## src/design/mem_bus_pkg.sv

```systemverilog
package mem_bus_pkg;

    // bus geometry
    localparam int ADDR_W = 32;
    localparam int DATA_W = 32;

    // sram depth in words, word index taken from address bits 9:2
    localparam int MEM_WORDS    = 256;
    localparam int WORD_IDX_W   = $clog2(MEM_WORDS);
    localparam int WORD_IDX_LSB = 2;

    // cycles from accepted read address to rvalid
    localparam int SRAM_LAT  = 2;
    localparam int LAT_CNT_W = $clog2(SRAM_LAT + 1);

    typedef logic [ADDR_W-1:0]     bus_addr_t;
    typedef logic [DATA_W-1:0]     bus_data_t;
    typedef logic [WORD_IDX_W-1:0] word_idx_t;
    typedef logic [LAT_CNT_W-1:0]  lat_cnt_t;

    // bus owner as seen by the arbiter
    typedef enum logic [1:0] {
        GRANT_IDLE,
        GRANT_FETCH_RD,
        GRANT_LSU_RD,
        GRANT_LSU_WR
    } grant_e;

endpackage

```

## src/design/bus_arbiter.sv

```systemverilog
`timescale 1ns/10ps

module bus_arbiter
    import mem_bus_pkg::*;
(
    input  logic      clk,
    input  logic      rst,

    // fetch master, read only
    input  bus_addr_t fetch_araddr,
    input  logic      fetch_arvalid,
    output logic      fetch_arready,
    input  logic      fetch_rready,
    output logic      fetch_rvalid,
    output bus_data_t fetch_rdata,

    // load/store master
    input  bus_addr_t lsu_araddr,
    input  logic      lsu_arvalid,
    output logic      lsu_arready,
    input  logic      lsu_rready,
    output logic      lsu_rvalid,
    output bus_data_t lsu_rdata,
    input  bus_addr_t lsu_awaddr,
    input  logic      lsu_awvalid,
    output logic      lsu_awready,
    input  bus_data_t lsu_wdata,
    input  logic      lsu_wvalid,
    output logic      lsu_wready,
    input  logic      lsu_bready,
    output logic      lsu_bvalid,

    // toward the slave
    output bus_addr_t saxi_araddr,
    output logic      saxi_arvalid,
    input  logic      saxi_arready,
    output logic      saxi_rready,
    input  logic      saxi_rvalid,
    input  bus_data_t saxi_rdata,
    output bus_addr_t saxi_awaddr,
    output logic      saxi_awvalid,
    input  logic      saxi_awready,
    output bus_data_t saxi_wdata,
    output logic      saxi_wvalid,
    input  logic      saxi_wready,
    output logic      saxi_bready,
    input  logic      saxi_bvalid
);

    grant_e state;

    // fixed priority when free: fetch read, lsu read, lsu write
    always_ff @(posedge clk) begin
        if (rst) begin
            state <= GRANT_IDLE;
        end else begin
            case (state)
                GRANT_IDLE: begin
                    if (fetch_arvalid)
                        state <= GRANT_FETCH_RD;
                    else if (lsu_arvalid)
                        state <= GRANT_LSU_RD;
                    else if (lsu_awvalid || lsu_wvalid)
                        state <= GRANT_LSU_WR;
                end
                // release on the owner's last response beat
                GRANT_FETCH_RD: if (saxi_rvalid && fetch_rready) state <= GRANT_IDLE;
                GRANT_LSU_RD:   if (saxi_rvalid && lsu_rready) state <= GRANT_IDLE;
                GRANT_LSU_WR:   if (saxi_bvalid && lsu_bready) state <= GRANT_IDLE;
                default:        state <= GRANT_IDLE;
            endcase
        end
    end

    // channel muxing, purely from the grant
    always_comb begin
        // nobody owns anything by default
        saxi_araddr   = '0;
        saxi_arvalid  = 1'b0;
        saxi_rready   = 1'b0;
        saxi_awaddr   = '0;
        saxi_awvalid  = 1'b0;
        saxi_wdata    = '0;
        saxi_wvalid   = 1'b0;
        saxi_bready   = 1'b0;
        fetch_arready = 1'b0;
        fetch_rvalid  = 1'b0;
        fetch_rdata   = '0;
        lsu_arready   = 1'b0;
        lsu_rvalid    = 1'b0;
        lsu_rdata     = '0;
        lsu_awready   = 1'b0;
        lsu_wready    = 1'b0;
        lsu_bvalid    = 1'b0;

        case (state)
            GRANT_FETCH_RD: begin
                saxi_araddr   = fetch_araddr;
                saxi_arvalid  = fetch_arvalid;
                saxi_rready   = fetch_rready;
                fetch_arready = saxi_arready;
                fetch_rvalid  = saxi_rvalid;
                fetch_rdata   = saxi_rdata;
            end
            GRANT_LSU_RD: begin
                saxi_araddr  = lsu_araddr;
                saxi_arvalid = lsu_arvalid;
                saxi_rready  = lsu_rready;
                lsu_arready  = saxi_arready;
                lsu_rvalid   = saxi_rvalid;
                lsu_rdata    = saxi_rdata;
            end
            GRANT_LSU_WR: begin
                // aw and w go through together, slave takes each on its own
                saxi_awaddr  = lsu_awaddr;
                saxi_awvalid = lsu_awvalid;
                saxi_wdata   = lsu_wdata;
                saxi_wvalid  = lsu_wvalid;
                saxi_bready  = lsu_bready;
                lsu_awready  = saxi_awready;
                lsu_wready   = saxi_wready;
                lsu_bvalid   = saxi_bvalid;
            end
            default: begin
            end
        endcase
    end

endmodule

```

## config.mk

```make
export PLATFORM = sky130hd
export DESIGN_NAME = bus_arbiter
export DESIGN_NICKNAME = d
export VERILOG_FILES = /design/src/design/mem_bus_pkg.sv /design/src/design/bus_arbiter.sv
export SDC_FILE = /design/constraint.sdc
export NUM_CORES = 1
export LEC_CHECK = 0
export ABC_AREA = 1
export BUFFER_PORTS_ARGS = -buffer_cell sky130_fd_sc_hd__buf_2
export CORE_AREA = 2 2 133 135
export CTS_BUF_LIST = sky130_fd_sc_hd__clkbuf_16
export DETAILED_ROUTE_END_ITERATION = 16
export DIE_AREA = 0 0 135 137
export GPL_TIMING_DRIVEN = 0
export PLACE_DENSITY_LB_ADDON = 0.25
export SYNTH_ARGS = -nofsm -noshare
export SYNTH_HDL_FRONTEND = slang
export SYNTH_SLANG_ARGS = --single-unit
```

## constraint.sdc

```tcl
create_clock -name clk -period 2.38 [get_ports clk]
set_clock_uncertainty 0.2 [all_clocks]
set_input_delay 0.595 -clock clk [delete_from_list [all_inputs] [get_ports clk]]
set_output_delay 0.595 -clock clk [all_outputs]
set_load 0.005 [all_outputs]
```

# Word-level counts from Yosys, hierarchy flattened
# Index checks and enable logic that the tools add are counted.
[classes]
muxes = 24
n_reduce_logical = 6
eq_ne = 7
[op_table]
columns = ["cell", "count"]
rows = [
  ["$mux 32", 4],
  ["$pmux 32 s2", 1],
  ["$mux 2", 6],
  ["$mux 1", 10],
  ["$pmux 2 s4", 1],
  ["$ne 2x2->1 const B", 3],
  ["$eq 2x2->1 const B", 2],
  ["$ne 4x4->1 const B", 1],
  ["$pmux 1 s2", 2],
  ["$reduce_and 4->1", 1],
  ["$logic_and 1x1->1", 3],
  ["$eq 2x1->1 const B", 1],
  ["$logic_not 2->1", 1],
  ["$logic_or 1x1->1", 1],
]
[word_totals]
out_inout_bits = 172
reg_bits = 2
in_bits = 174

# Logic depth before layout (Yosys ltp)
[depth]
word_depth = 5
ltp_mapped = 8
mapped_depth_nobuf = 7

# Worst setup path after synthesis
# OpenSTA, ideal clock, no wires.
[synth_path]
path_kind = "reg2out"
startpoint = "register state[0]"
endpoint = "output saxi_araddr[0]"
slack_ps = 423
stages_incl_launch_ff = 6
t_required_ps = 1585
t_arrival_ps = 1162
n_path_buf = 1
cell_sequence = "dfxtp_1 inv_1 ha_1 inv_2 clkbuf_1 a21oi_1"
[synth_via]
elab_chain_cells = 2
[synth_rtl]
columns = ["element", "line_no", "text"]
rows = [
  ["from (decl)", "bus_arbiter.sv:50", "grant_e state;"],
  ["from (signal assigned)", "bus_arbiter.sv:55", "state <= GRANT_IDLE;"],
  ["from (signal assigned)", "bus_arbiter.sv:60", "state <= GRANT_FETCH_RD;"],
  ["from (signal assigned)", "bus_arbiter.sv:62", "state <= GRANT_LSU_RD;"],
  ["$eq 2x2->1 or $eq 2x1->1 (tied branches)", "bus_arbiter.sv:96", "case (state)"],
  ["$pmux 32 s2 (*)", "bus_arbiter.sv:96", ""],
  ["to (decl)", "bus_arbiter.sv:34", "output bus_addr_t saxi_araddr,"],
]
# Mark *: on every way between the ends. The rest lies on a longest branch, timed or not.

# Final worst setup path
[layout_path]
startpoint = "register state[1]"
endpoint = "output fetch_rdata[21]"
[layout_via]
elab_chain_cells = 2
[layout_rtl]
columns = ["element", "line_no", "text"]
rows = [
  ["$eq 2x1->1", "bus_arbiter.sv:96", ""],
  ["$mux 32", "bus_arbiter.sv:96", ""],
  ["to (decl)", "bus_arbiter.sv:15", "output bus_data_t fetch_rdata,"],
]
# Every way passes these cells.

==> impl_metrics.py <==
metrics = {
    "status": {
        "status": "completed",
    },
    "worst_setup_path": {
        "startpoint": "state[1]",
        "r2r-end": "state[1]",
        "path_delay_family": "buffers and inverters",
        "slowest_stage": "dfxtp_2",
        "crit_chain": "inv_2, ha_1, buf_6, buf_8, buf_8, nand2_1, inv_1, buf_2",
        "worst-r2r-cell-count": 8,
        "cp.required_ns": 1.58,
        "start_kind": "flip-flop",
        "setup.worst_path.class": "reg2out",
        "cp_slowest_stage_delay_ns": 0.35,
        "crit_buf_inv": 6,
        "cp_common_cell": "buf_8",
        "endpoint_kind": "output port",
        "cp_max_fo": 10,
        "r2r_start": "state[0]",
        "reg2reg_slack_ns": 0.71,
        "crit_arrival_ns": 1.49,
    },
    "timing": {
        "setup_viol": 0,
        "slew_violations": 0,
        "hold_viol": 0,
        "fmax_mhz": 436.8,
        "relSlewSlack_pct": 85.26,
        "worst_pin_slew_ns": 0.2210,
        "timing.final.crit_share_pct": 96.19,
        "hold_slack_ns": 0.3975,
        "rsz0062_at_grt": "true",
        "setup_slack_ns": 0.09070,
        "finalCriticalPeriod_ns": 2.289,
    },
    "synthesis": {
        "ys_types": 18,
        "syn_area_um2": 1858,
        "muxShareOfSynthArea_pct": 0,
        "syn_area_per_cell_um2": 4.242,
        "ys_top_cells_by_area": "nand2_1 (43%), inv_1 (29%), a21oi_1 (9.2%)",
        "synth_top_family_by_area": "simple AND/OR/NAND/NOR gates",
        "synth_compound_area_share_pct": 10.51,
        "ys_ff_latch": 2,
        "post_synth_and_or_nand_nor_area_fraction_pct": 46.60,
        "synth-xor-area-share_pct": 0,
        "syn_nets": 617,
        "synth_fa_ha_area_share_pct": 3.367,
        "synth_top_area_share_pct": 43.03,
        "synth_largest_area_cell": "nand2_1",
        "synthCells": 438,
        "ys_warn_count": 0,
        "yosysSeqAreaShare_pct": 2.155,
    },
    "global_routing": {
        "met2_usage_pct": 19.71,
        "grt_usage_pct": 10.56,
        "grt_overflow": 0,
        "first_global_vias": 2901,
        "grt_first_pass_wirelength_mm": 15.54,
        "grt_max_degree": 11,
        "grt_use_met1_pct": 13.49,
        "grt-busiest-layer": "met2",
        "antenna_found_initial": 0,
        "grt_use_met3_pct": 1.074,
    },
    "placement": {
        "pre_cts_ws_ns": -0.07856,
        "dpl.hpwl_mm": 9.927,
        "place_congestion": 0.7568,
        "port_buffers": 345,
        "place_area_um2": 3866,
    },
    "detailed_routing": {
        "dr.pass1.iters": 5,
        "num_vias": 3460,
        "route.detailed.drc": 0,
        "wl_per_cell_um": 11.25,
        "via_per_inst": 3.416,
        "first_iter_violations": 101,
        "drtAntennaViolNets": 0,
        "finalWirelength_mm": 11.39,
    },
    "clock_tree": {
        "numCtsBuffers": 3,
        "cts_buffer_depth": 2,
        "root_buffer": "clkbuf_16",
        "cts_hold_buf": 0,
        "h-tree-depth": 1,
        "cts_tree": "yes",
        "clock_latency_ns": 0.22,
        "clkTransAtPathRegs_ns": 0.03,
        "clock_sinks": 2,
    },
    "floorplan": {
        "die_width_um": 135,
        "num_rows": 48,
        "die_area_um2": 18500,
        "core_area_um2": 17060,
        "die_y_um": 137,
        "boundaryPins": 346,
        "initial_core_util_pct": 10.89,
    },
    "hold_path": {
        "min_path_type": "reg2reg",
        "whs_path_depth": 4,
        "hold_end": "state[1]",
        "min-delay-start": "state[1]",
    },
    "layout": {
        "most-common-layout-cells": "buf_2 (353), nand2_1 (213), inv_1 (141), a21oi_1 (31), buf_6 (7)",
        "layout.nets": 969,
        "synthToLayoutAreaGrowth_pct": 120.7,
        "largest_reg_flops": 2,
        "drive_gt1_share_pct": 49.75,
        "top_regs": "state x2",
        "fin_area_um2": 4100,
        "antenna_cells": 0,
        "registers.top_by_ff_count": "state",
        "layout_commonest_cell": "buf_2",
    },
    "power_and_ir_drop": {
        "power_density_nw_per_um2": 740.7,
        "p_total_mw": 3.037,
        "ir_worst_vdd_uv": 256.3,
        "leakage_nw": 3.501,
    },
    "flow_run": {
        "max-cap-violations": 0,
    },
}
## cell type report
| type | count | area, µm² |
|---|---|---|
| Multi-Input combinational cell | 265 | 1147 |
| Tap cell | 225 | 281.5 |
| Fill cell | 2029 | 12960 |
| Timing Repair Buffer | 347 | 1742 |
| Sequential cell | 2 | 41.29 |
| Clock buffer | 3 | 75.07 |
| Buffer | 27 | 270.3 |
| Inverter | 144 | 543.0 |
## how the worst max path moves through the flow
stage                                 end  slack [ns]  cells after the start
after floorplan            saxi_araddr[0]        0.42                      5
after global placement    saxi_araddr[11]       -0.09                      6
after detailed placement  saxi_araddr[11]       -0.08                      6
after CTS                   lsu_rdata[11]       0.002                      7
after global routing      saxi_araddr[29]      -0.005                      7
final                     fetch_rdata[21]        0.09                      8
## per-layer routing
metal / wire (µm) / share of wire, %
met1: 4785 / 42
met2: 5897 / 52
met3: 660 / 5.8
met4: 49 / 0.43
met5: 0 / 0
## through the flow
stage,utilization [%],setup TNS [ns],cells
2_1_floorplan,-,0,438
3_3_place_gp,22.67,-1.722,1008
4_1_cts,23.50,0,1011
6_report,24.04,0,1013
3_5_place_dp,22.67,-1.131,1008
5_1_grt,24.04,-0.01025,1013
## synthesized netlist by cell type
cell type	number
nand3_4	1
nor2_2	1
ha_1	5
nor3b_1	1
nor3_1	1
inv_1	143
buf_6	2
buf_4	4
a21boi_0	1
dfxtp_1	2
a21oi_1	34
buf_2	18
o21ai_2	2
clkbuf_1	3
inv_2	1
nand2_1	213
nor2_1	3
nand2_2	3
## repair_timing
action | 4_1_cts | 5_1_grt
resized for setup | 22 | 24
gates cloned | 0 | 0
buffers inserted | 0 | 2
endpoints found under the setup margin | 52 | 79
## logic make-up (layout without fill, tap and decap cells)
group	after synthesis	count (layout)
AO/OA/AOI/OAI	37	37
adder cells (fa/ha/maj)	5	5
buffers and inverters	171	521
flip-flops	2	2
AND/OR/NAND/NOR	223	223
## power breakdown
part	internal, mW	leakage (nW)	total, mW	switching (mW)
sequential	0.0530	0.0169	0.0722	0.0193
combinational	1.22	3.45	2.71	1.50
clock	0.214	0.0370	0.251	0.0371
total	1.48	3.50	3.04	1.55
## worst reg2reg max path, delay by kind of cell, from the launching register on
family                     cells  cell delay, ns
adders and majority gates      1            0.21
buffers and inverters          3            0.36
DFF                            1            0.36
and+or+nand+nor                4            0.42
Power figures use the tool's default switching activity.
