**config.mk**
```make
export PLATFORM = sky130hd
export DESIGN_NAME = fetch_bus_master
export DESIGN_NICKNAME = d
export VERILOG_FILES = /design/src/design/mem_bus_pkg.sv /design/src/design/fetch_bus_master.sv
export SDC_FILE = /design/constraint.sdc
export NUM_CORES = 1
export LEC_CHECK = 0
export ABC_CLOCK_PERIOD_IN_PS = 3800
export BUFFER_PORTS_ARGS = -buffer_cell sky130_fd_sc_hd__buf_4
export CAP_MARGIN = 20
export CELL_PAD_IN_SITES_DETAIL_PLACEMENT = 0
export CELL_PAD_IN_SITES_GLOBAL_PLACEMENT = 2
export CORE_MARGIN = 3
export CORE_UTILIZATION = 29
export CTS_CLUSTER_DIAMETER = 30
export CTS_CLUSTER_SIZE = 24
export DETAILED_ROUTE_END_ITERATION = 16
export PLACE_DENSITY_LB_ADDON = 0.12
export SYNTH_ARGS = -nofsm -noshare
export SYNTH_HDL_FRONTEND = slang
export SYNTH_SLANG_ARGS = --single-unit
```
**constraint.sdc**
```tcl
create_clock -name clk -period 3.8 [get_ports clk]
set_clock_uncertainty 0.1 [all_clocks]
set_input_delay 0.38 -clock clk [delete_from_list [all_inputs] [get_ports clk]]
set_output_delay 0.38 -clock clk [all_outputs]
set_load 0.05 [all_outputs]
```
**src/design/mem_bus_pkg.sv**
```systemverilog
package mem_bus_pkg;

    // bus geometry
    localparam int ADDR_W = 32;
    localparam int DATA_W = 32;

    // sram depth in words, word index taken from address bits 9:2
    localparam int MEM_WORDS    = 256;
    localparam int WORD_IDX_W   = $clog2(MEM_WORDS);
    localparam int WORD_IDX_LSB = 2;

    // cycles from accepted read address to rvalid
    localparam int SRAM_LAT  = 2;
    localparam int LAT_CNT_W = $clog2(SRAM_LAT + 1);

    typedef logic [ADDR_W-1:0]     bus_addr_t;
    typedef logic [DATA_W-1:0]     bus_data_t;
    typedef logic [WORD_IDX_W-1:0] word_idx_t;
    typedef logic [LAT_CNT_W-1:0]  lat_cnt_t;

    // bus owner as seen by the arbiter
    typedef enum logic [1:0] {
        GRANT_IDLE,
        GRANT_FETCH_RD,
        GRANT_LSU_RD,
        GRANT_LSU_WR
    } grant_e;

endpackage

```
**src/design/fetch_bus_master.sv**
```systemverilog
`timescale 1ns/10ps

module fetch_bus_master
    import mem_bus_pkg::*;
(
    input  logic      clk,
    input  logic      rst,

    // fetch request side
    input  logic      fetch_req,
    input  bus_addr_t fetch_addr,
    output logic      fetch_done,
    output bus_data_t fetch_data,
    output logic      fetch_busy,

    // read channels toward the arbiter
    output bus_addr_t araddr,
    output logic      arvalid,
    input  logic      arready,
    output logic      rready,
    input  logic      rvalid,
    input  bus_data_t rdata
);

    typedef enum logic [1:0] {F_IDLE, F_ADDR, F_WAIT} fetch_state_e;

    fetch_state_e state;
    bus_addr_t    addr_q;

    always_ff @(posedge clk) begin
        if (rst) begin
            state      <= F_IDLE;
            fetch_done <= 1'b0;
        end else begin
            // done is a single cycle pulse
            fetch_done <= 1'b0;
            case (state)
                F_IDLE:  if (fetch_req) state <= F_ADDR;
                F_ADDR:  if (arready) state <= F_WAIT;
                F_WAIT: begin
                    if (rvalid) begin
                        state      <= F_IDLE;
                        fetch_done <= 1'b1;
                    end
                end
                default: state <= F_IDLE;
            endcase
        end
    end

    // operand and instruction word latches
    always_ff @(posedge clk) begin
        if (state == F_IDLE && fetch_req)
            addr_q <= fetch_addr;
        if (state == F_WAIT && rvalid)
            fetch_data <= rdata;
    end

    assign araddr     = addr_q;
    assign arvalid    = (state == F_ADDR);
    // ready for the data beat only once the address went out
    assign rready     = (state == F_WAIT);
    assign fetch_busy = (state != F_IDLE);

endmodule

```
======== After elaboration in Yosys (flattened, before gate mapping) ========
Index checks and enable logic that the tools add are counted.
storage, ports and cells
  input port bits ......................... 69
  logic and storage cells ................. 21
  register bits after elaboration ......... 67
  output and inout port bits .............. 68
operators by class
  reduce and logical (&&, ||, !) cells .... 6
  multiplexer cells ....................... 5
  bitwise operators ....................... 1
  eq/ne operators ......................... 5
operators with widths
  cell                number
  $mux 2              3
  $pmux 2 s3          1
  $ne 2x1->1 const B  2
  $reduce_and 3->1    1
  $eq 2x1->1 const B  1
  $eq 2x2->1 const B  1
  $logic_and 1x1->1   2
  $logic_not 2->1     1
  $ne 2x2->1 const B  1
  $reduce_bool 2->1   1
  $reduce_or 2->1     1
  $mux 1              1
  $not 1->1           1

======== Logic depth before layout (Yosys ltp) ========
Gate-level depths: netlist (run 1).
  depth after elaboration ................. 3
  gate-level depth with buffers ........... 2
  gate-level depth less buffers ........... 2

======== Worst setup path before layout (run 1) ========
Ideal clock, no wire load.
  kind .................................... register to register
  start point ............................. reg state[0]
  end point ............................... reg addr_q[0], in the netlist araddr[0] (enable)
  stages on the path, launching flop included .. 3
  arrival time ............................ 2.186 ns
  path buffers ............................ 0
  path slack .............................. 1.093 ns
  library setup time ...................... 0.421 ns
  period minus slack after synthesis ...... 2.707 ns
  data required time ...................... 3.279 ns
  cells stage by stage .................... dfxtp_1 -> or2_1 -> nor2_1
on the way
  longest elaborated chain between the ends .. 2
RTL lines
  what                      RTL line                RTL
  start: declaration        fetch_bus_master.sv:27  fetch_state_e state;
  start signal: assignment  fetch_bus_master.sv:32  state <= F_IDLE;
  start signal: assignment  fetch_bus_master.sv:38  F_IDLE: if (fetch_req) state <= F_ADDR;
  start signal: assignment  fetch_bus_master.sv:39  F_ADDR: if (arready) state <= F_WAIT;
  $logic_not 2->1           fetch_bus_master.sv:53  if (state == F_IDLE && fetch_req)
  $logic_and 1x1->1         fetch_bus_master.sv:53
  end signal: assignment    fetch_bus_master.sv:54  addr_q <= fetch_addr;
  end: declaration          fetch_bus_master.sv:28  bus_addr_t addr_q;
No other way between the ends.
A chain may end at the register's enable or synchronous reset.

======== Final worst setup path (run 1) ========
  start point ............................. reg state[1]
  end point ............................... out rready
on the way
  longest elaborated chain between the ends .. 1
RTL lines
  what              RTL line                RTL
  $eq 2x2->1        fetch_bus_master.sv:62  assign rready = (state == F_WAIT);
  end: declaration  fetch_bus_master.sv:20  output logic rready,
No other way between the ends.

==> results of run 1 <==
[final cells by class]
type	count	area, um2
multi-input combinational	11	77.57
clock inverter	4	42.54
sequential	67	1982
timing repair buffer	138	1036
inverter	2	7.507
clock buffer	11	131.4
tap	96	120.1
fill	614	3435
[stage by stage]
step / hold WS [ns] / utilization (%) / area [um2]
2_1_floorplan: 0.3528 / - / 2064
3_3_place_gp: 0.3736 / 47.18 / 3223
3_5_place_dp: 0.4077 / 47.18 / 3223
4_1_cts: 0.1061 / 49.73 / 3397
5_1_grt: 0.1062 / 49.73 / 3397
6_report: 0.1270 / 49.73 / 3397
[Yosys cell counts]
master,n,area (um2)
nor2_1,2,7.510
nor2b_2,1,8.760
and2b_1,1,7.510
nand2b_1,2,12.51
a32o_1,1,10.01
edfxtp_1,64,1922
dfxtp_1,3,60.06
and2_1,1,6.260
a211oi_1,1,7.510
inv_1,2,7.510
and3b_1,1,8.760
or2_1,1,6.260
[sequential cells by signal, summed over array words and instances, names as in the netlist]
register / flops
fetch_done: 1
araddr: 32
state: 2
fetch_data: 32
[routing by layer]
layer | global-route usage [%] | vias up | wire (um)
met5 | 0 | - | 0
met4 | 6.633 | 0 | 117
met1 | 13.26 | 599 | 1832
met2 | 19.29 | 67 | 2543
met3 | 4.500 | 11 | 361
li1 | - | 610 | -
[cells by family (layout without fill, tap and decap cells)]
group,count (synthesis),in the layout,share of synthesized area [%]
buffers and inverters,2,155,0.3638
AO/OA/AOI/OAI,2,2,0.8486
flip-flops,67,67,96.00
AND/OR/NAND/NOR,9,9,2.789
[power groups by stage]
stage	clock [mW]	combinational (mW)	sequential, mW
2_1_floorplan	0	0.0247	0.969
3_3_place_gp	0	0.225	0.870
3_5_place_dp	0	0.229	0.871
4_1_cts	0.554	0.229	0.855
5_1_grt	0.585	0.236	0.857
6_report	0.534	0.226	0.855
[worst paths after layout]
path | end | cells after the start
setup / recovery | rready | 2
hold / removal | fetch_data[11] | 1
setup reg to reg | araddr[11] | 3
hold reg to reg | state[0] | 2
[cell usage in the layout (no fill, tap or decap)]
cell type / n
and2_1: 1
nor2b_2: 1
a211oi_1: 1
and3b_1: 1
clkinv_2: 1
dfxtp_1: 3
nor2_2: 1
nor2_1: 1
edfxtp_1: 64
clkbuf_8: 9
or2_1: 1
and2b_1: 1
nand2b_1: 2
bufinv_16: 1
buf_4: 138
a32o_1: 1
clkbuf_1: 2
inv_1: 2
clkinv_1: 2
[worst register-to-register path, stage by stage (launching register included)]
cell and delay [ns]:
dfxtp_1 0.34, or2_1 0.26, nor2_2 0.08, buf_4 0.36
==> results.cfg, run 1 <==
[floorplan]
start_util_pct = 30.22
die_x_um = 90.38
core-area_um2 = 6832
pin_count = 137
rows = 30
chipHeight_um = 90.38
die_area_um2 = 8168

[final_layout]
diodes = 0
syn2layout_area_growth_pct = 64.55
fin_cells = 329
drive_above_1_share_pct = 64.81
nNetsFinal = 298

[sta]
layout_setup_ws_ns = 2.193
slew_violations = 0
finalCritPeriodShare_pct = 42.29
slew_headroom_pct = 71.60
grt_setup_unrepaired = no
fin_setup_tns_ns = 0
fmax_ghz = 0.6222
setup_violations = 0
min_period_ns = 1.607
hold_viol = 0
tightest_slew_ns = 0.4261

[synth]
ys_ff_latch = 67
ys_types = 12
syn_area_um2 = 2064
yosys_warnings = 0
syn_inst = 80
seq_area_frac_synth_pct = 96.00
syn_area_per_cell_um2 = 25.81
syn_nets = 149

[critical_path]
slowest_delay_ns = 0.41
r2r_start = state[0]
critPathKind = flip-flop to output port
required_ns = 3.32
cp.arrival_ns = 1.13
cp-end-kind = output port
reg2reg_slack_ns = 2.31
slowest_stage = dfxtp_1
critPathTopFamily = flip-flops
path_cells = and2b_1 -> buf_4
cp_num_buf_inv = 1
crit_path_max_fanout = 5
crit_start = state[1]
cp-start-kind = flip-flop

[global_routing]
first_global_vias = 1405
grt.total_usage_pct = 11.81
antenna_found_initial = 0
gr-total-overflow = 0
grt_pass1_wl_mm = 7.341
grt_max_degree = 34

[worst_hold_path]
min_from = rdata[11]
min_path_type = input port to flip-flop

[routing]
vias = 1287
viasPerCell = 3.912
post_drt_wl_per_cell_um = 14.76
first_pass_iters = 4
totalWireLength_mm = 4.855
drc = 0
drtAntennaViolNets = 0
initialDrtViolationCount = 19

[status]
status = finished clean

[power]
switching_power_mw = 0.3897
intPower_mw = 1.225
combPwrFrac_pct = 14.0
powerDensity_nw_per_um2 = 475.2
seqPwrFrac_pct = 52.9
p_leak_nw = 1.420
switching_share_pct = 24.14
clockPowerShare_pct = 33.1
total_power_mw = 1.614
vdd_ir_drop_max_uv = 216.3

[cts]
cts_buffers = 9
cts-root-buf = clkbuf_8
cts_resized = 0
htree_levels = 3
cts_tree = yes
clkTransAtPathRegs_ns = 0.07
clock_sinks = 67
clk_path_buf_depth = 2
clock_latency_ns = 0.32
ctsHoldBuffers = 0
post_cts_buffers = 0

[place]
dp_cells = 314
io_buffers = 136
place_hpwl_mm = 3.708
place_ws_ns = 2.294
globalplace.congestion = 0.6878

[run]
max_cap_violations = 0
No activity file was read; power rests on OpenSTA's default activity.
==> run 2: changes to the inputs <==
--- a/config.mk
+++ b/config.mk
@@ -5,13 +5,13 @@
 export SDC_FILE = /design/constraint.sdc
 export NUM_CORES = 1
 export LEC_CHECK = 0
-export ABC_CLOCK_PERIOD_IN_PS = 3800
+export ABC_CLOCK_PERIOD_IN_PS = 1300
 export BUFFER_PORTS_ARGS = -buffer_cell sky130_fd_sc_hd__buf_4
 export CAP_MARGIN = 20
 export CELL_PAD_IN_SITES_DETAIL_PLACEMENT = 0
 export CELL_PAD_IN_SITES_GLOBAL_PLACEMENT = 2
 export CORE_MARGIN = 3
-export CORE_UTILIZATION = 29
+export CORE_UTILIZATION = 24
 export CTS_CLUSTER_DIAMETER = 30
 export CTS_CLUSTER_SIZE = 24
 export DETAILED_ROUTE_END_ITERATION = 16
==> constraint.sdc (replaced) <==
create_clock -name clk -period 1.3 [get_ports clk]
set_clock_uncertainty 0.1 [all_clocks]
set_input_delay 0.13 -clock clk [delete_from_list [all_inputs] [get_ports clk]]
set_output_delay 0.13 -clock clk [all_outputs]
set_load 0.05 [all_outputs]
==> results.cfg, run 2 (synthesized netlist as in run 1, its figures left out) <==
[sta]
slew_violations = 0
fmax_ghz = 0.7218
layout_setup_ws_ns = -0.08547
hold_viol = 0
min_period_ns = 1.385
setup_violations = 34
grt_setup_unrepaired = yes
tightest_slew_ns = 0.2077
slew_headroom_pct = 86.12
finalCritPeriodShare_pct = 106.6

[status]
status = complete, but fails checks
violations = negative setup slack

[cts]
clk_path_buf_depth = 2
clkTransAtPathRegs_ns = 0.07
clock_latency_ns = 0.32
cts_tree = yes
clock_sinks = 67
cts_buffers = 9
htree_levels = 3
cts-root-buf = clkbuf_8

[power]
seqPwrFrac_pct = 48.7
switching_share_pct = 23.11
total_power_mw = 5.133
vdd_ir_drop_max_uv = 501.1
combPwrFrac_pct = 17.5
intPower_mw = 3.947
powerDensity_nw_per_um2 = 1200
p_leak_nw = 1.790
clockPowerShare_pct = 33.8
switching_power_mw = 1.186

[routing]
drc = 0
first_pass_iters = 4
viasPerCell = 3.845
post_drt_wl_per_cell_um = 13.69
drtAntennaViolNets = 0
initialDrtViolationCount = 15
vias = 1592
totalWireLength_mm = 5.668

[final_layout]
fillers = 677
diodes = 0
post-route-cell-area_um2 = 4279
syn2layout_area_growth_pct = 107.3
nNetsFinal = 373
final_cell_mix = buf_4 (135), dlygate4sd3_1 (67), edfxtp_1 (64)
drive_above_1_share_pct = 53.72
layout_commonest_cell = buf_4

[floorplan]
chipHeight_um = 98.75
rows = 33
core-area_um2 = 8299
die_x_um = 98.75
pin_count = 137
start_util_pct = 24.88
die_area_um2 = 9751

[critical_path]
critPathTopFamily = flip-flops
slowest_stage = dfxtp_2
crit_path_max_fanout = 4
cp_num_buf_inv = 2
r2r_start = state[1]
cp.arrival_ns = 1.16
path_cells = buf_6 -> and2b_1 -> buf_6
required_ns = 1.07
cp-end-kind = output port
crit_start = state[0]
timing.critical_path.mode_cell = buf_6
critPathKind = flip-flop to output port
cp-start-kind = flip-flop
slowest_delay_ns = 0.33

[worst_hold_path]
min_from = rvalid
min_path_type = input port to flip-flop

[place]
placed_cell_area_um2 = 3284
place_hpwl_mm = 3.672
globalplace.congestion = 0.7493
io_buffers = 136

[run]
max_cap_violations = 0

[global_routing]
antenna_found_initial = 0
first_global_vias = 1703
grt_pass1_wl_mm = 8.217
grt_max_degree = 34
grt.total_usage_pct = 11.10
gr-total-overflow = 0
## run 2: cell count changes in the layout (fill, tap and decap cells not counted), moves of 2 or more
cell,previous run,this run
buf_6,0,6
dfxtp_1,3,1
buf_4,138,135
clkinv_1,2,0
buf_12,0,2
dlygate4sd3_1,0,67
clkbuf_8,9,12
clkbuf_16,0,2
dfxtp_2,0,2
## run 2: per-stage QoR
step           setup TNS (ns)  instances  utilization [%]  hold slack (ns)  setup WS [ns]
2_1_floorplan          -14.75         80                -           0.1028        -0.3776
3_3_place_gp                0        325            39.57           0.2080       0.007249
3_5_place_dp         -0.06558        325            39.57           0.2095      -0.003331
4_1_cts               -0.9870        409            50.44          0.03892        -0.1129
5_1_grt                -3.845        414            51.56          0.05401        -0.1384
6_report               -1.623        414            51.56          0.06082       -0.08547
## run 2: layout make-up
| class | count | area [um2] | area share, % |
|---|---|---|---|
| Clock inverter | 2 | 35.03 | 0.8187 |
| Timing Repair Buffer | 213 | 1857 | 43.39 |
| Multi-Input combinational cell | 11 | 91.34 | 2.135 |
| Sequential cell | 67 | 1984 | 46.37 |
| Inverter | 2 | 7.507 | 0.1754 |
| Tap cell | 105 | 131.4 | 3.070 |
| Clock buffer | 14 | 172.7 | 4.035 |
## run 2: worst paths after layout
| path | endpoint | slack, ns | cells after the start |
|---|---|---|---|
| max | rready | -0.09 | 3 |
| min | state[1] | 0.06 | 3 |
| max reg2reg | araddr[28] | -0.06 | 3 |
| min reg2reg | state[0] | 0.42 | 2 |
## run 2: power by group through the flow
| stage | registers [mW] | clock network [mW] | logic, mW |
|---|---|---|---|
| final | 2.50 | 1.74 | 0.901 |
| after CTS | 2.50 | 1.81 | 0.866 |
| after global placement | 2.54 | 0 | 0.682 |
| after global routing | 2.50 | 1.90 | 0.943 |
| after detailed placement | 2.54 | 0 | 0.691 |
| after floorplan | 2.83 | 0 | 0.0797 |
## run 2: layer usage
| metal | up-vias | track usage (%) | wire (um) |
|---|---|---|---|
| met5 | - | 0 | 0 |
| met4 | 0 | 5.777 | 97 |
| met3 | 8 | 5.662 | 665 |
| met2 | 106 | 17.87 | 2809 |
| met1 | 715 | 11.92 | 2095 |
| li1 | 763 | - | - |
## run 2: what timing repair did
action / 4_1_cts / 5_1_grt
endpoints found under the setup margin: 35 / 59
hold endpoints to repair: 66 / 0
gates resized for setup: 5 / 3
setup buffers: 1 / 1
hold buffers: 67 / 0
cloned: 0 / 4
pin swaps: 0 / 1
## run 2: worst min-delay path, stage by stage
cell	delay [ns]
buf_4	0.08
nor2_1	0.03
a32o_1	0.19
