===== src/design/mem_bus_pkg.sv =====
package mem_bus_pkg;

    // bus geometry
    localparam int ADDR_W = 32;
    localparam int DATA_W = 32;

    // sram depth in words, word index taken from address bits 9:2
    localparam int MEM_WORDS    = 256;
    localparam int WORD_IDX_W   = $clog2(MEM_WORDS);
    localparam int WORD_IDX_LSB = 2;

    // cycles from accepted read address to rvalid
    localparam int SRAM_LAT  = 2;
    localparam int LAT_CNT_W = $clog2(SRAM_LAT + 1);

    typedef logic [ADDR_W-1:0]     bus_addr_t;
    typedef logic [DATA_W-1:0]     bus_data_t;
    typedef logic [WORD_IDX_W-1:0] word_idx_t;
    typedef logic [LAT_CNT_W-1:0]  lat_cnt_t;

    // bus owner as seen by the arbiter
    typedef enum logic [1:0] {
        GRANT_IDLE,
        GRANT_FETCH_RD,
        GRANT_LSU_RD,
        GRANT_LSU_WR
    } grant_e;

endpackage


===== src/design/lsu_bus_master.sv =====
`timescale 1ns/10ps

module lsu_bus_master
    import mem_bus_pkg::*;
(
    input  logic      clk,
    input  logic      rst,

    // load/store request side
    input  logic      lsu_req,
    input  logic      lsu_we,
    input  bus_addr_t lsu_addr,
    input  bus_data_t lsu_wdata,
    output logic      lsu_done,
    output bus_data_t lsu_rdata,
    output logic      lsu_busy,

    // bus channels toward the arbiter
    output bus_addr_t araddr,
    output logic      arvalid,
    input  logic      arready,
    output logic      rready,
    input  logic      rvalid,
    input  bus_data_t rdata,
    output bus_addr_t awaddr,
    output logic      awvalid,
    input  logic      awready,
    output bus_data_t wdata,
    output logic      wvalid,
    input  logic      wready,
    output logic      bready,
    input  logic      bvalid
);

    typedef enum logic [2:0] {L_IDLE, L_RD_ADDR, L_RD_DATA, L_WR_REQ, L_WR_RESP} lsu_state_e;

    lsu_state_e state;
    bus_addr_t  addr_q;
    bus_data_t  wdata_q;
    logic       aw_pend;
    logic       w_pend;
    logic       aw_left;
    logic       w_left;

    // beats still outstanding after this edge
    assign aw_left = aw_pend && !awready;
    assign w_left  = w_pend && !wready;

    always_ff @(posedge clk) begin
        if (rst) begin
            state    <= L_IDLE;
            aw_pend  <= 1'b0;
            w_pend   <= 1'b0;
            lsu_done <= 1'b0;
        end else begin
            lsu_done <= 1'b0;
            case (state)
                L_IDLE: begin
                    if (lsu_req && lsu_we) begin
                        state   <= L_WR_REQ;
                        aw_pend <= 1'b1;
                        w_pend  <= 1'b1;
                    end else if (lsu_req) begin
                        state <= L_RD_ADDR;
                    end
                end
                L_RD_ADDR: if (arready) state <= L_RD_DATA;
                L_RD_DATA: begin
                    if (rvalid) begin
                        state    <= L_IDLE;
                        lsu_done <= 1'b1;
                    end
                end
                L_WR_REQ: begin
                    // each valid drops on its own beat
                    aw_pend <= aw_left;
                    w_pend  <= w_left;
                    if (!aw_left && !w_left)
                        state <= L_WR_RESP;
                end
                L_WR_RESP: begin
                    if (bvalid) begin
                        state    <= L_IDLE;
                        lsu_done <= 1'b1;
                    end
                end
                default: state <= L_IDLE;
            endcase
        end
    end

    // operands and load result
    always_ff @(posedge clk) begin
        if (state == L_IDLE && lsu_req) begin
            addr_q  <= lsu_addr;
            wdata_q <= lsu_wdata;
        end
        if (state == L_RD_DATA && rvalid)
            lsu_rdata <= rdata;
    end

    assign araddr   = addr_q;
    assign arvalid  = (state == L_RD_ADDR);
    assign rready   = (state == L_RD_DATA);
    assign awaddr   = addr_q;
    assign awvalid  = (state == L_WR_REQ) && aw_pend;
    assign wdata    = wdata_q;
    assign wvalid   = (state == L_WR_REQ) && w_pend;
    assign bready   = (state == L_WR_RESP);
    assign lsu_busy = (state != L_IDLE);

endmodule


===== config.mk =====
export PLATFORM = sky130hd
export DESIGN_NAME = lsu_bus_master
export DESIGN_NICKNAME = d
export VERILOG_FILES = /design/src/design/mem_bus_pkg.sv /design/src/design/lsu_bus_master.sv
export SDC_FILE = /design/constraint.sdc
export NUM_CORES = 1
export LEC_CHECK = 0
export BUFFER_PORTS_ARGS = -buffer_cell sky130_fd_sc_hd__buf_2
export CORE_MARGIN = 1.5
export CORE_UTILIZATION = 32
export DETAILED_ROUTE_END_ITERATION = 7
export GPL_ROUTABILITY_DRIVEN = 0
export GPL_TIMING_DRIVEN = 0
export HOLD_SLACK_MARGIN = 0.03
export PLACE_DENSITY_LB_ADDON = 0.08
export SYNTH_ARGS = -nofsm -noshare
export SYNTH_HDL_FRONTEND = slang
export SYNTH_SLANG_ARGS = --single-unit

===== constraint.sdc =====
create_clock -name clk -period 3 [get_ports clk]
set_input_delay 0.15 -clock clk [delete_from_list [all_inputs] [get_ports clk]]
set_output_delay 0.15 -clock clk [all_outputs]
set_load 0.01 [all_outputs]

# Word level (Yosys, flattened, before mapping)
# Cells that the tools add are included.
[totals]
regBits = 102
elab_cells = 47
[op_classes]
n_eq_ne = 10
muxes = 13
n_reduce_logical = 17
[op_table]
columns = ["cell", "n"]
rows = [
  ["2-to-1 mux 3 bit", 6],
  ["case mux 3 bit (5 select lines)", 1],
  ["logical AND 1 bit", 8],
  ["== test 3 x 2 -> 1 bit (second input constant)", 2],
  ["inequality test 2 x 1 -> 1 bit (second input constant)", 3],
  ["case mux 1 bit (2 select lines)", 3],
  ["AND reduction 5 bit", 1],
  ["zero test 1 bit", 4],
  ["inequality test 2 bit (second input constant)", 2],
  ["== test 3 x 1 -> 1 bit (second input constant)", 1],
  ["== test 3 bit (second input constant)", 1],
  ["zero test 3 bit", 1],
  ["2-to-1 mux 1 bit", 3],
  ["inequality test 3 bit (second input constant)", 1],
  ["nonzero test 3 bit", 1],
  ["AND reduction 2 bit", 1],
  ["nonzero test 2 bit", 1],
]

# Logic depth before layout (Yosys ltp)
# Gate-level depths: netlist of the first run.
[depth]
ltp_word = 6
ltp_mapped = 5
ltp_nobuf = 4

# Worst setup path before layout of the first run
# Ideal clock, no wire load.
[synth_path]
path_kind = "reg2reg"
startpoint = "register state[2]"
endpoint = "register addr_q[0], in the netlist araddr[0] (enable)"
t_arrival_ps = 2249
t_required_ps = 2571
path_slack_ps = 323
stages_incl_launch_ff = 4
synth_period_minus_slack_ps = 2677
path_cell_list = "dfxtp_1 > buf_2 > nor3_1 > and2_1"
[synth_between]
elab_chain_cells = 2
[synth_lines]
columns = ["element", "line_no", "source"]
rows = [
  ["start: declaration", "lsu_bus_master.sv:37", "lsu_state_e state;"],
  ["start signal: assignment", "lsu_bus_master.sv:51", "state <= L_IDLE;"],
  ["start signal: assignment", "lsu_bus_master.sv:60", "state <= L_WR_REQ;"],
  ["start signal: assignment", "lsu_bus_master.sv:64", "state <= L_RD_ADDR;"],
  ["zero test 3 bit", "lsu_bus_master.sv:94", "if (state == L_IDLE && lsu_req) begin"],
  ["logical AND 1 bit", "lsu_bus_master.sv:94", ""],
  ["end signal: assignment", "lsu_bus_master.sv:95", "addr_q <= lsu_addr;"],
  ["end: declaration", "lsu_bus_master.sv:38", "bus_addr_t addr_q;"],
]
# Every way passes these cells.
# A chain may end at the register's enable or synchronous reset.

# Worst setup path after layout of the first run
[layout_path]
startpoint = "register state[2]"
endpoint = "register wdata_q[9], in the netlist wdata[9] (enable)"
[layout_between]
elab_chain_cells = 2
[layout_lines]
columns = ["element", "line_no", "source"]
rows = [
  ["zero test 3 bit", "lsu_bus_master.sv:94", ""],
  ["logical AND 1 bit", "lsu_bus_master.sv:94", ""],
  ["end signal: assignment", "lsu_bus_master.sv:96", "wdata_q <= lsu_wdata;"],
  ["end: declaration", "lsu_bus_master.sv:39", "bus_data_t wdata_q;"],
]
# Every way passes these cells.

==> results.py, run 1 <==
metrics = {
    "worst_setup_path": {
        "crit_type": "reg2reg",
        "cp.required_ns": 2.98,
        "slowest_stage": "and2_4",
        "reg2reg_depth": 3,
        "rr_endpoint": "wdata[9]$_DFFE_PP_",
        "end_kind": "flip-flop",
        "cpPeakStageDelay_ns": 0.73,
        "r2r-start": "state[2]$_SDFFE_PP0P_",
        "crit_buf_inv": 1,
        "reg2reg_setup_slack_ns": 1.06,
        "start_kind": "flip-flop",
        "critical_path.cell_chain": "buf_2 -> nor3_1 -> and2_4",
        "crit_fanout": 64,
        "crit_family": "simple AND/OR/NAND/NOR gates",
        "arrival_ns": 1.92,
    },
    "min_path": {
        "hold_depth": 3,
        "hold_end": "lsu_done$_SDFF_PP0_",
        "hold_path_class": "in2reg",
        "min_from": "bvalid",
    },
    "logic_synthesis": {
        "synth_top_family_by_area": "buffers and inverters",
        "synth_fa_ha_area_frac": 0,
        "ys_ff_latch": 102,
        "synth_top_area_share": 0.821,
        "synth-xor-area-share": 0,
        "yosysWarnings": 0,
        "synth_area_um2": 3510,
        "avgSynthCellArea_um2": 20.3,
        "yosysSeqAreaShare": 0.855,
        "yosys.area_share.simple": 0.0385,
        "yosysTopAreaCell": "edfxtp_1",
        "synthMuxAreaShare": 0.00570,
        "netlist_instances": 173,
        "syn-num-nets": 278,
        "synth-compound-area-share": 0.0217,
        "synth_cell_types": 25,
        "synthTopCellsByArea": "edfxtp_1 82%, buf_4 7.1%, dfxtp_1 3.4%",
    },
    "timing": {
        "tns_ns": 0,
        "finClkSkew_ns": 0.0121,
        "finalWorstSetupSlack_ns": 1.06,
        "min_period_ns": 1.94,
        "worst_slew_pin_slew_ns": 0.821,
        "slew_viol_final": 0,
        "fin_crit_sh": 0.647,
        "finalHoldViolCount": 0,
        "fmax_mhz": 515,
        "rsz0062_at_grt": "false",
        "slew-limit-headroom": 0.453,
        "hold_ws_ns": 0.0705,
        "setup_viol": 0,
    },
    "place": {
        "portBuffers": 239,
        "dp_cells": 552,
        "post-place-ws_ns": 0.701,
        "place_hpwl_um": 6120,
        "dpl-instance-area_um2": 4890,
    },
    "clocking": {
        "postCtsHoldBufs": 97,
        "h-tree-depth": 3,
        "post_cts_buffers": 0,
        "cts_tree": "built",
        "clock_sinks": 102,
        "worstSkewPairLatency_ns": 0.35,
        "clk_path_buf_depth": 2,
        "cts_root_buf": "clkbuf_8",
        "clk_pin_slew_ns": 0.10,
        "cts_buffers": 9,
        "cts-resized-gates": 0,
    },
    "global_routing": {
        "grt_pass1_wl_um": 12800,
        "busiest_layer": "met2",
        "grt_pass1_vias": 2707,
        "grt_use_total": 0.148,
        "grt_max_degree": 65,
        "met3_usage": 0.0545,
        "grt_use_met2": 0.262,
        "antenna_found_initial": 0,
        "use_met1": 0.156,
        "grt.overflow.total": 0,
    },
    "final_layout": {
        "stdcell_count": 664,
        "synthToLayoutAreaGrowth_pct": 72.2,
        "final_cell_mix": "240 x buf_2, 97 x dlygate4sd3_1, 96 x edfxtp_1",
        "final_common_cell": "buf_2",
        "fin_util": 0.560,
        "antennaDiodeCount": 0,
        "drive_gt1_frac": 0.559,
        "fillCellCount": 929,
        "nets": 625,
        "postLayoutCellArea_um2": 6050,
    },
    "flow_run": {
        "maxCapViolations": 0,
    },
    "route": {
        "dr_total_vias": 2703,
        "antenna_left": 0,
        "wl_per_cell_um": 13.4,
        "vias_per_cell": 4.07,
        "drtPass1Iterations": 4,
        "drtIter0Drc": 67,
        "drc_errors": 0,
        "wirelength_um": 8890,
    },
    "power": {
        "p_leak_nw": 2.65,
        "irDropWorstVdd_mv": 0.296,
        "p_per_area_nw_per_um2": 678,
        "power.total_mw": 4.10,
    },
    "floorplan": {
        "die_x_um": 108,
        "ios": 240,
        "dieArea_um2": 11600,
        "rows": 38,
        "start_util": 0.326,
        "die_y_um": 108,
        "fp.coreArea_um2": 10800,
    },
    "run_status": {
        "outcome": "completed",
    },
}
-- flip-flops by register name, indices dropped and copies added, names as in the netlist --
| name | count |
|---|---|
| araddr | 32 |
| wdata | 32 |
| lsu_done | 1 |
| aw_pend | 1 |
| lsu_rdata | 32 |
| w_pend | 1 |
| state | 3 |
-- per-layer routing --
layer,wire length [um],part of all wire,vias to the layer above
met5,0,0,-
met4,198,0.022,0
met3,854,0.096,17
met2,4620,0.52,142
met1,3220,0.36,1239
li1,-,-,1305
-- report_power, final --
group	internal (mW)	switching, mW	total (mW)
Sequential	1.94	0.0974	2.04
Clock	0.383	0.454	0.837
Combinational	0.577	0.650	1.23
-- worst max-delay path by stage --
stage / to / cells after the start / slack, ns / from
final: wdata[9]$_DFFE_PP_ / 3 / 1.06 / state[2]$_SDFFE_PP0P_
after global routing: araddr[31]$_DFFE_PP_ / 3 / 0.90 / state[2]$_SDFFE_PP0P_
after CTS: lsu_rdata[30]$_DFFE_PP_ / 3 / 0.69 / state[0]$_SDFFE_PP0P_
after detailed placement: lsu_rdata[26]$_DFFE_PP_ / 3 / 0.70 / state[0]$_SDFFE_PP0P_
after global placement: araddr[4]$_DFFE_PP_ / 3 / -0.38 / state[2]$_SDFFE_PP0P_
after floorplan: araddr[0]$_DFFE_PP_ / 3 / 0.32 / state[2]$_SDFFE_PP0P_
-- cell type report --
class,instances,area [um2],area share
Buffer,35,264,0.0436
Clock buffer,10,128,0.0211
Clock inverter,5,61.3,0.0101
Inverter,4,15.0,0.00248
Multi-Input combinational cell,32,235,0.0389
Sequential cell,102,3000,0.496
Tap cell,140,175,0.0290
Timing Repair Buffer,336,2170,0.358
-- worst min-delay path, stage by stage --
cell and delay, ns:
buf_2 0.10, a21oi_1 0.06, nor2_1 0.07
-- Yosys cell counts --
| master | count |
|---|---|
| buf_4 | 33 |
| and2_1 | 5 |
| edfxtp_1 | 96 |
| nand3_1 | 1 |
| nor3b_1 | 2 |
| a21oi_1 | 5 |
| a211oi_1 | 1 |
| a22oi_1 | 1 |
| buf_2 | 1 |
| a211oi_2 | 1 |
| and4b_1 | 1 |
| nor3_1 | 1 |
| mux2i_1 | 2 |
| or2b_1 | 1 |
| nor2_1 | 2 |
| dfxtp_1 | 6 |
| o21ai_1 | 1 |
| and3b_1 | 1 |
| buf_6 | 1 |
| or4_1 | 1 |
| a31o_1 | 1 |
| inv_1 | 4 |
| nor4b_2 | 2 |
| o21ai_0 | 2 |
| nand3b_1 | 1 |
-- cell families after synthesis --
kind of cell           count (synthesis)
DFF                                  102
and+or+nand+nor                       18
muxes                                  2
AOI/OAI and AO/OA                     12
buffers and inverters                 39
(Power assumes the default switching activity.)
==> run 2: changes to the inputs <==
Settings changed: ABC_AREA set to 1.
Clock period 3 ns to 2 ns, I/O delays scaled along.
==> results.py, run 2 <==
metrics = {
    "worst_setup_path": {
        "crit_fanout": 33,
        "slowest_stage": "nor2_4",
        "cp.required_ns": 1.98,
        "crit_type": "reg2reg",
        "arrival_ns": 1.74,
        "end_kind": "flip-flop",
        "critical_path.cell_chain": "inv_2 -> nand3_1 -> nor2_4",
        "cpPeakStageDelay_ns": 0.70,
        "start_kind": "flip-flop",
    },
    "timing": {
        "min_period_ns": 1.76,
        "slew_viol_final": 0,
        "finalHoldViolCount": 0,
        "tns_ns": 0,
        "fmax_mhz": 568,
        "finalWorstSetupSlack_ns": 0.239,
        "setup_viol": 0,
        "rsz0062_at_grt": "false",
        "worst_slew_pin_slew_ns": 0.893,
        "slew-limit-headroom": 0.403,
        "finClkSkew_ns": 0.00464,
        "fin_crit_sh": 0.880,
        "hold_ws_ns": 0.0553,
    },
    "floorplan": {
        "dieArea_um2": 11600,
        "die_y_um": 108,
        "rows": 38,
        "fp.coreArea_um2": 10800,
        "start_util": 0.326,
        "ios": 240,
        "die_x_um": 108,
    },
    "route": {
        "dr_total_vias": 2791,
        "wl_per_cell_um": 13.3,
        "vias_per_cell": 4.02,
        "drc_errors": 0,
        "drtPass1Iterations": 4,
        "antenna_left": 0,
        "drtIter0Drc": 56,
        "wirelength_um": 9250,
    },
    "clocking": {
        "h-tree-depth": 3,
        "clk_pin_slew_ns": 0.09,
        "cts_root_buf": "clkbuf_8",
        "clk_path_buf_depth": 2,
        "cts-resized-gates": 0,
        "cts_buffers": 9,
        "cts_tree": "built",
        "post_cts_buffers": 0,
        "worstSkewPairLatency_ns": 0.35,
        "clock_sinks": 102,
    },
    "final_layout": {
        "nets": 654,
        "final_common_cell": "buf_2",
        "fillCellCount": 923,
        "stdcell_count": 694,
        "final_cell_mix": "239 x buf_2, 98 x dlygate4sd3_1, 96 x edfxtp_1",
        "drive_gt1_frac": 0.534,
        "fin_util": 0.573,
        "antennaDiodeCount": 0,
        "multi_input_area_um2": 236,
        "regArea_um2": 3010,
        "synthToLayoutAreaGrowth_pct": 75.7,
        "postLayoutCellArea_um2": 6180,
    },
    "logic_synthesis": {
        "yosysWarnings": 0,
        "synth_edf_count": 96,
        "yosysMostFrequentCell": "edfxtp_1",
        "synth_top_area_share": 0.819,
        "netlist_instances": 199,
        "synthTopCellsByArea": "edfxtp_1 82%, buf_4 6.8%, dfxtp_1 3.4%",
        "syn-num-nets": 304,
        "avgSynthCellArea_um2": 17.7,
        "synth_common_cells": "96 x edfxtp_1, 32 x buf_4, 18 x nand2_1, 16 x inv_1, 13 x nor2_1",
        "synth_cell_types": 14,
        "synth-async-reset-ratio": 0,
        "synth_area_um2": 3520,
        "yosysTopAreaCell": "edfxtp_1",
        "ys_ff_latch": 102,
        "yosysSeqAreaShare": 0.853,
        "synth-main-ff-cell": "edfxtp_1",
    },
    "power": {
        "clock_power_share": 0.246,
        "p_leak_nw": 2.80,
        "combPwrFrac": 0.293,
        "p_switching_mw": 1.96,
        "seqPwrFrac": 0.462,
        "power.total_mw": 6.70,
        "irDropWorstVdd_mv": 0.443,
        "internal-power_mw": 4.74,
        "swShare": 0.292,
        "p_per_area_nw_per_um2": 1080,
    },
    "min_path": {
        "hold_path_class": "in2reg",
    },
    "flow_run": {
        "maxCapViolations": 0,
    },
    "run_status": {
        "outcome": "completed",
    },
    "global_routing": {
        "grt_use_total": 0.152,
        "grt_max_degree": 34,
        "grt_pass1_wl_um": 13100,
        "antenna_found_initial": 0,
        "grt.overflow.total": 0,
        "grt_pass1_vias": 2789,
    },
    "place": {
        "dpl-instance-area_um2": 4930,
        "portBuffers": 239,
        "place_hpwl_um": 6210,
        "dp_cells": 579,
        "post-place-ws_ns": -0.000423,
    },
}
-- run 2: cell types whose count changed in the layout (fill, tap and decap cells not counted), moves of 3 or more --
cell and change:
nand3_1 +6, and2_1 -3, nand2_1 +17, clkinvlp_4 -3, nor2_1 +9, a21oi_1 -3
nor2_2 +3, bufinv_16 +3, nor2_4 +3, inv_1 +12
-- run 2: repair_timing --
item,4_1_cts,5_1_grt
hold buffers,98,0
pin swaps,1,1
endpoints found under the hold margin,98,0
gates cloned,0,1
endpoints found under the setup margin,7,33
-- run 2: kinds of logic after synthesis --
family | after synthesis | share of synthesized area
AOI/OAI and AO/OA | 3 | 0.00498
buffers and inverters | 50 | 0.0875
DFF | 102 | 0.853
and+or+nand+nor | 44 | 0.0541
-- run 2: layout make-up --
type                       count  share of cell area
buffer                        32              0.0389
clock buffer                  10              0.0206
clock inverter                 6              0.0215
inverter                      18              0.0109
multi-input combinational     48              0.0383
sequential                   102               0.486
tap                          140              0.0283
timing repair buffer         338               0.355
-- run 2: critical path, delay by kind of cell (launching register included) --
family | cells | cell delay [ns]
simple gates | 2 | 0.85
flops | 1 | 0.39
buf+inv | 1 | 0.12
-- run 2: layer usage --
| metal | GRT usage | part of all wire |
|---|---|---|
| met5 | 0 | 0 |
| met4 | 0.0714 | 0.019 |
| met3 | 0.0430 | 0.084 |
| met2 | 0.278 | 0.52 |
| met1 | 0.159 | 0.38 |
-- run 2: power by group through the flow --
stage	clock network [mW]	registers [mW]	logic, mW
6_report	1.65	3.09	1.96
5_1_grt	1.78	3.14	2.16
4_1_cts	1.70	3.10	1.96
3_5_place_dp	0	3.14	1.81
3_3_place_gp	0	3.15	1.74
2_1_floorplan	0	3.34	0.799
-- run 2: final timing paths --
kind | from | to | slack [ns] | depth (start not counted)
worst max-delay path | state[2]$_SDFFE_PP0P_ | lsu_rdata[0]$_DFFE_PP_ | 0.24 | 3
worst min-delay path | rst | state[0]$_SDFFE_PP0P_ | 0.06 | 4
worst max register to register | state[2]$_SDFFE_PP0P_ | lsu_rdata[0]$_DFFE_PP_ | 0.24 | 3
worst min register to register | aw_pend$_SDFFE_PP0P_ | aw_pend$_SDFFE_PP0P_ | 0.50 | 2
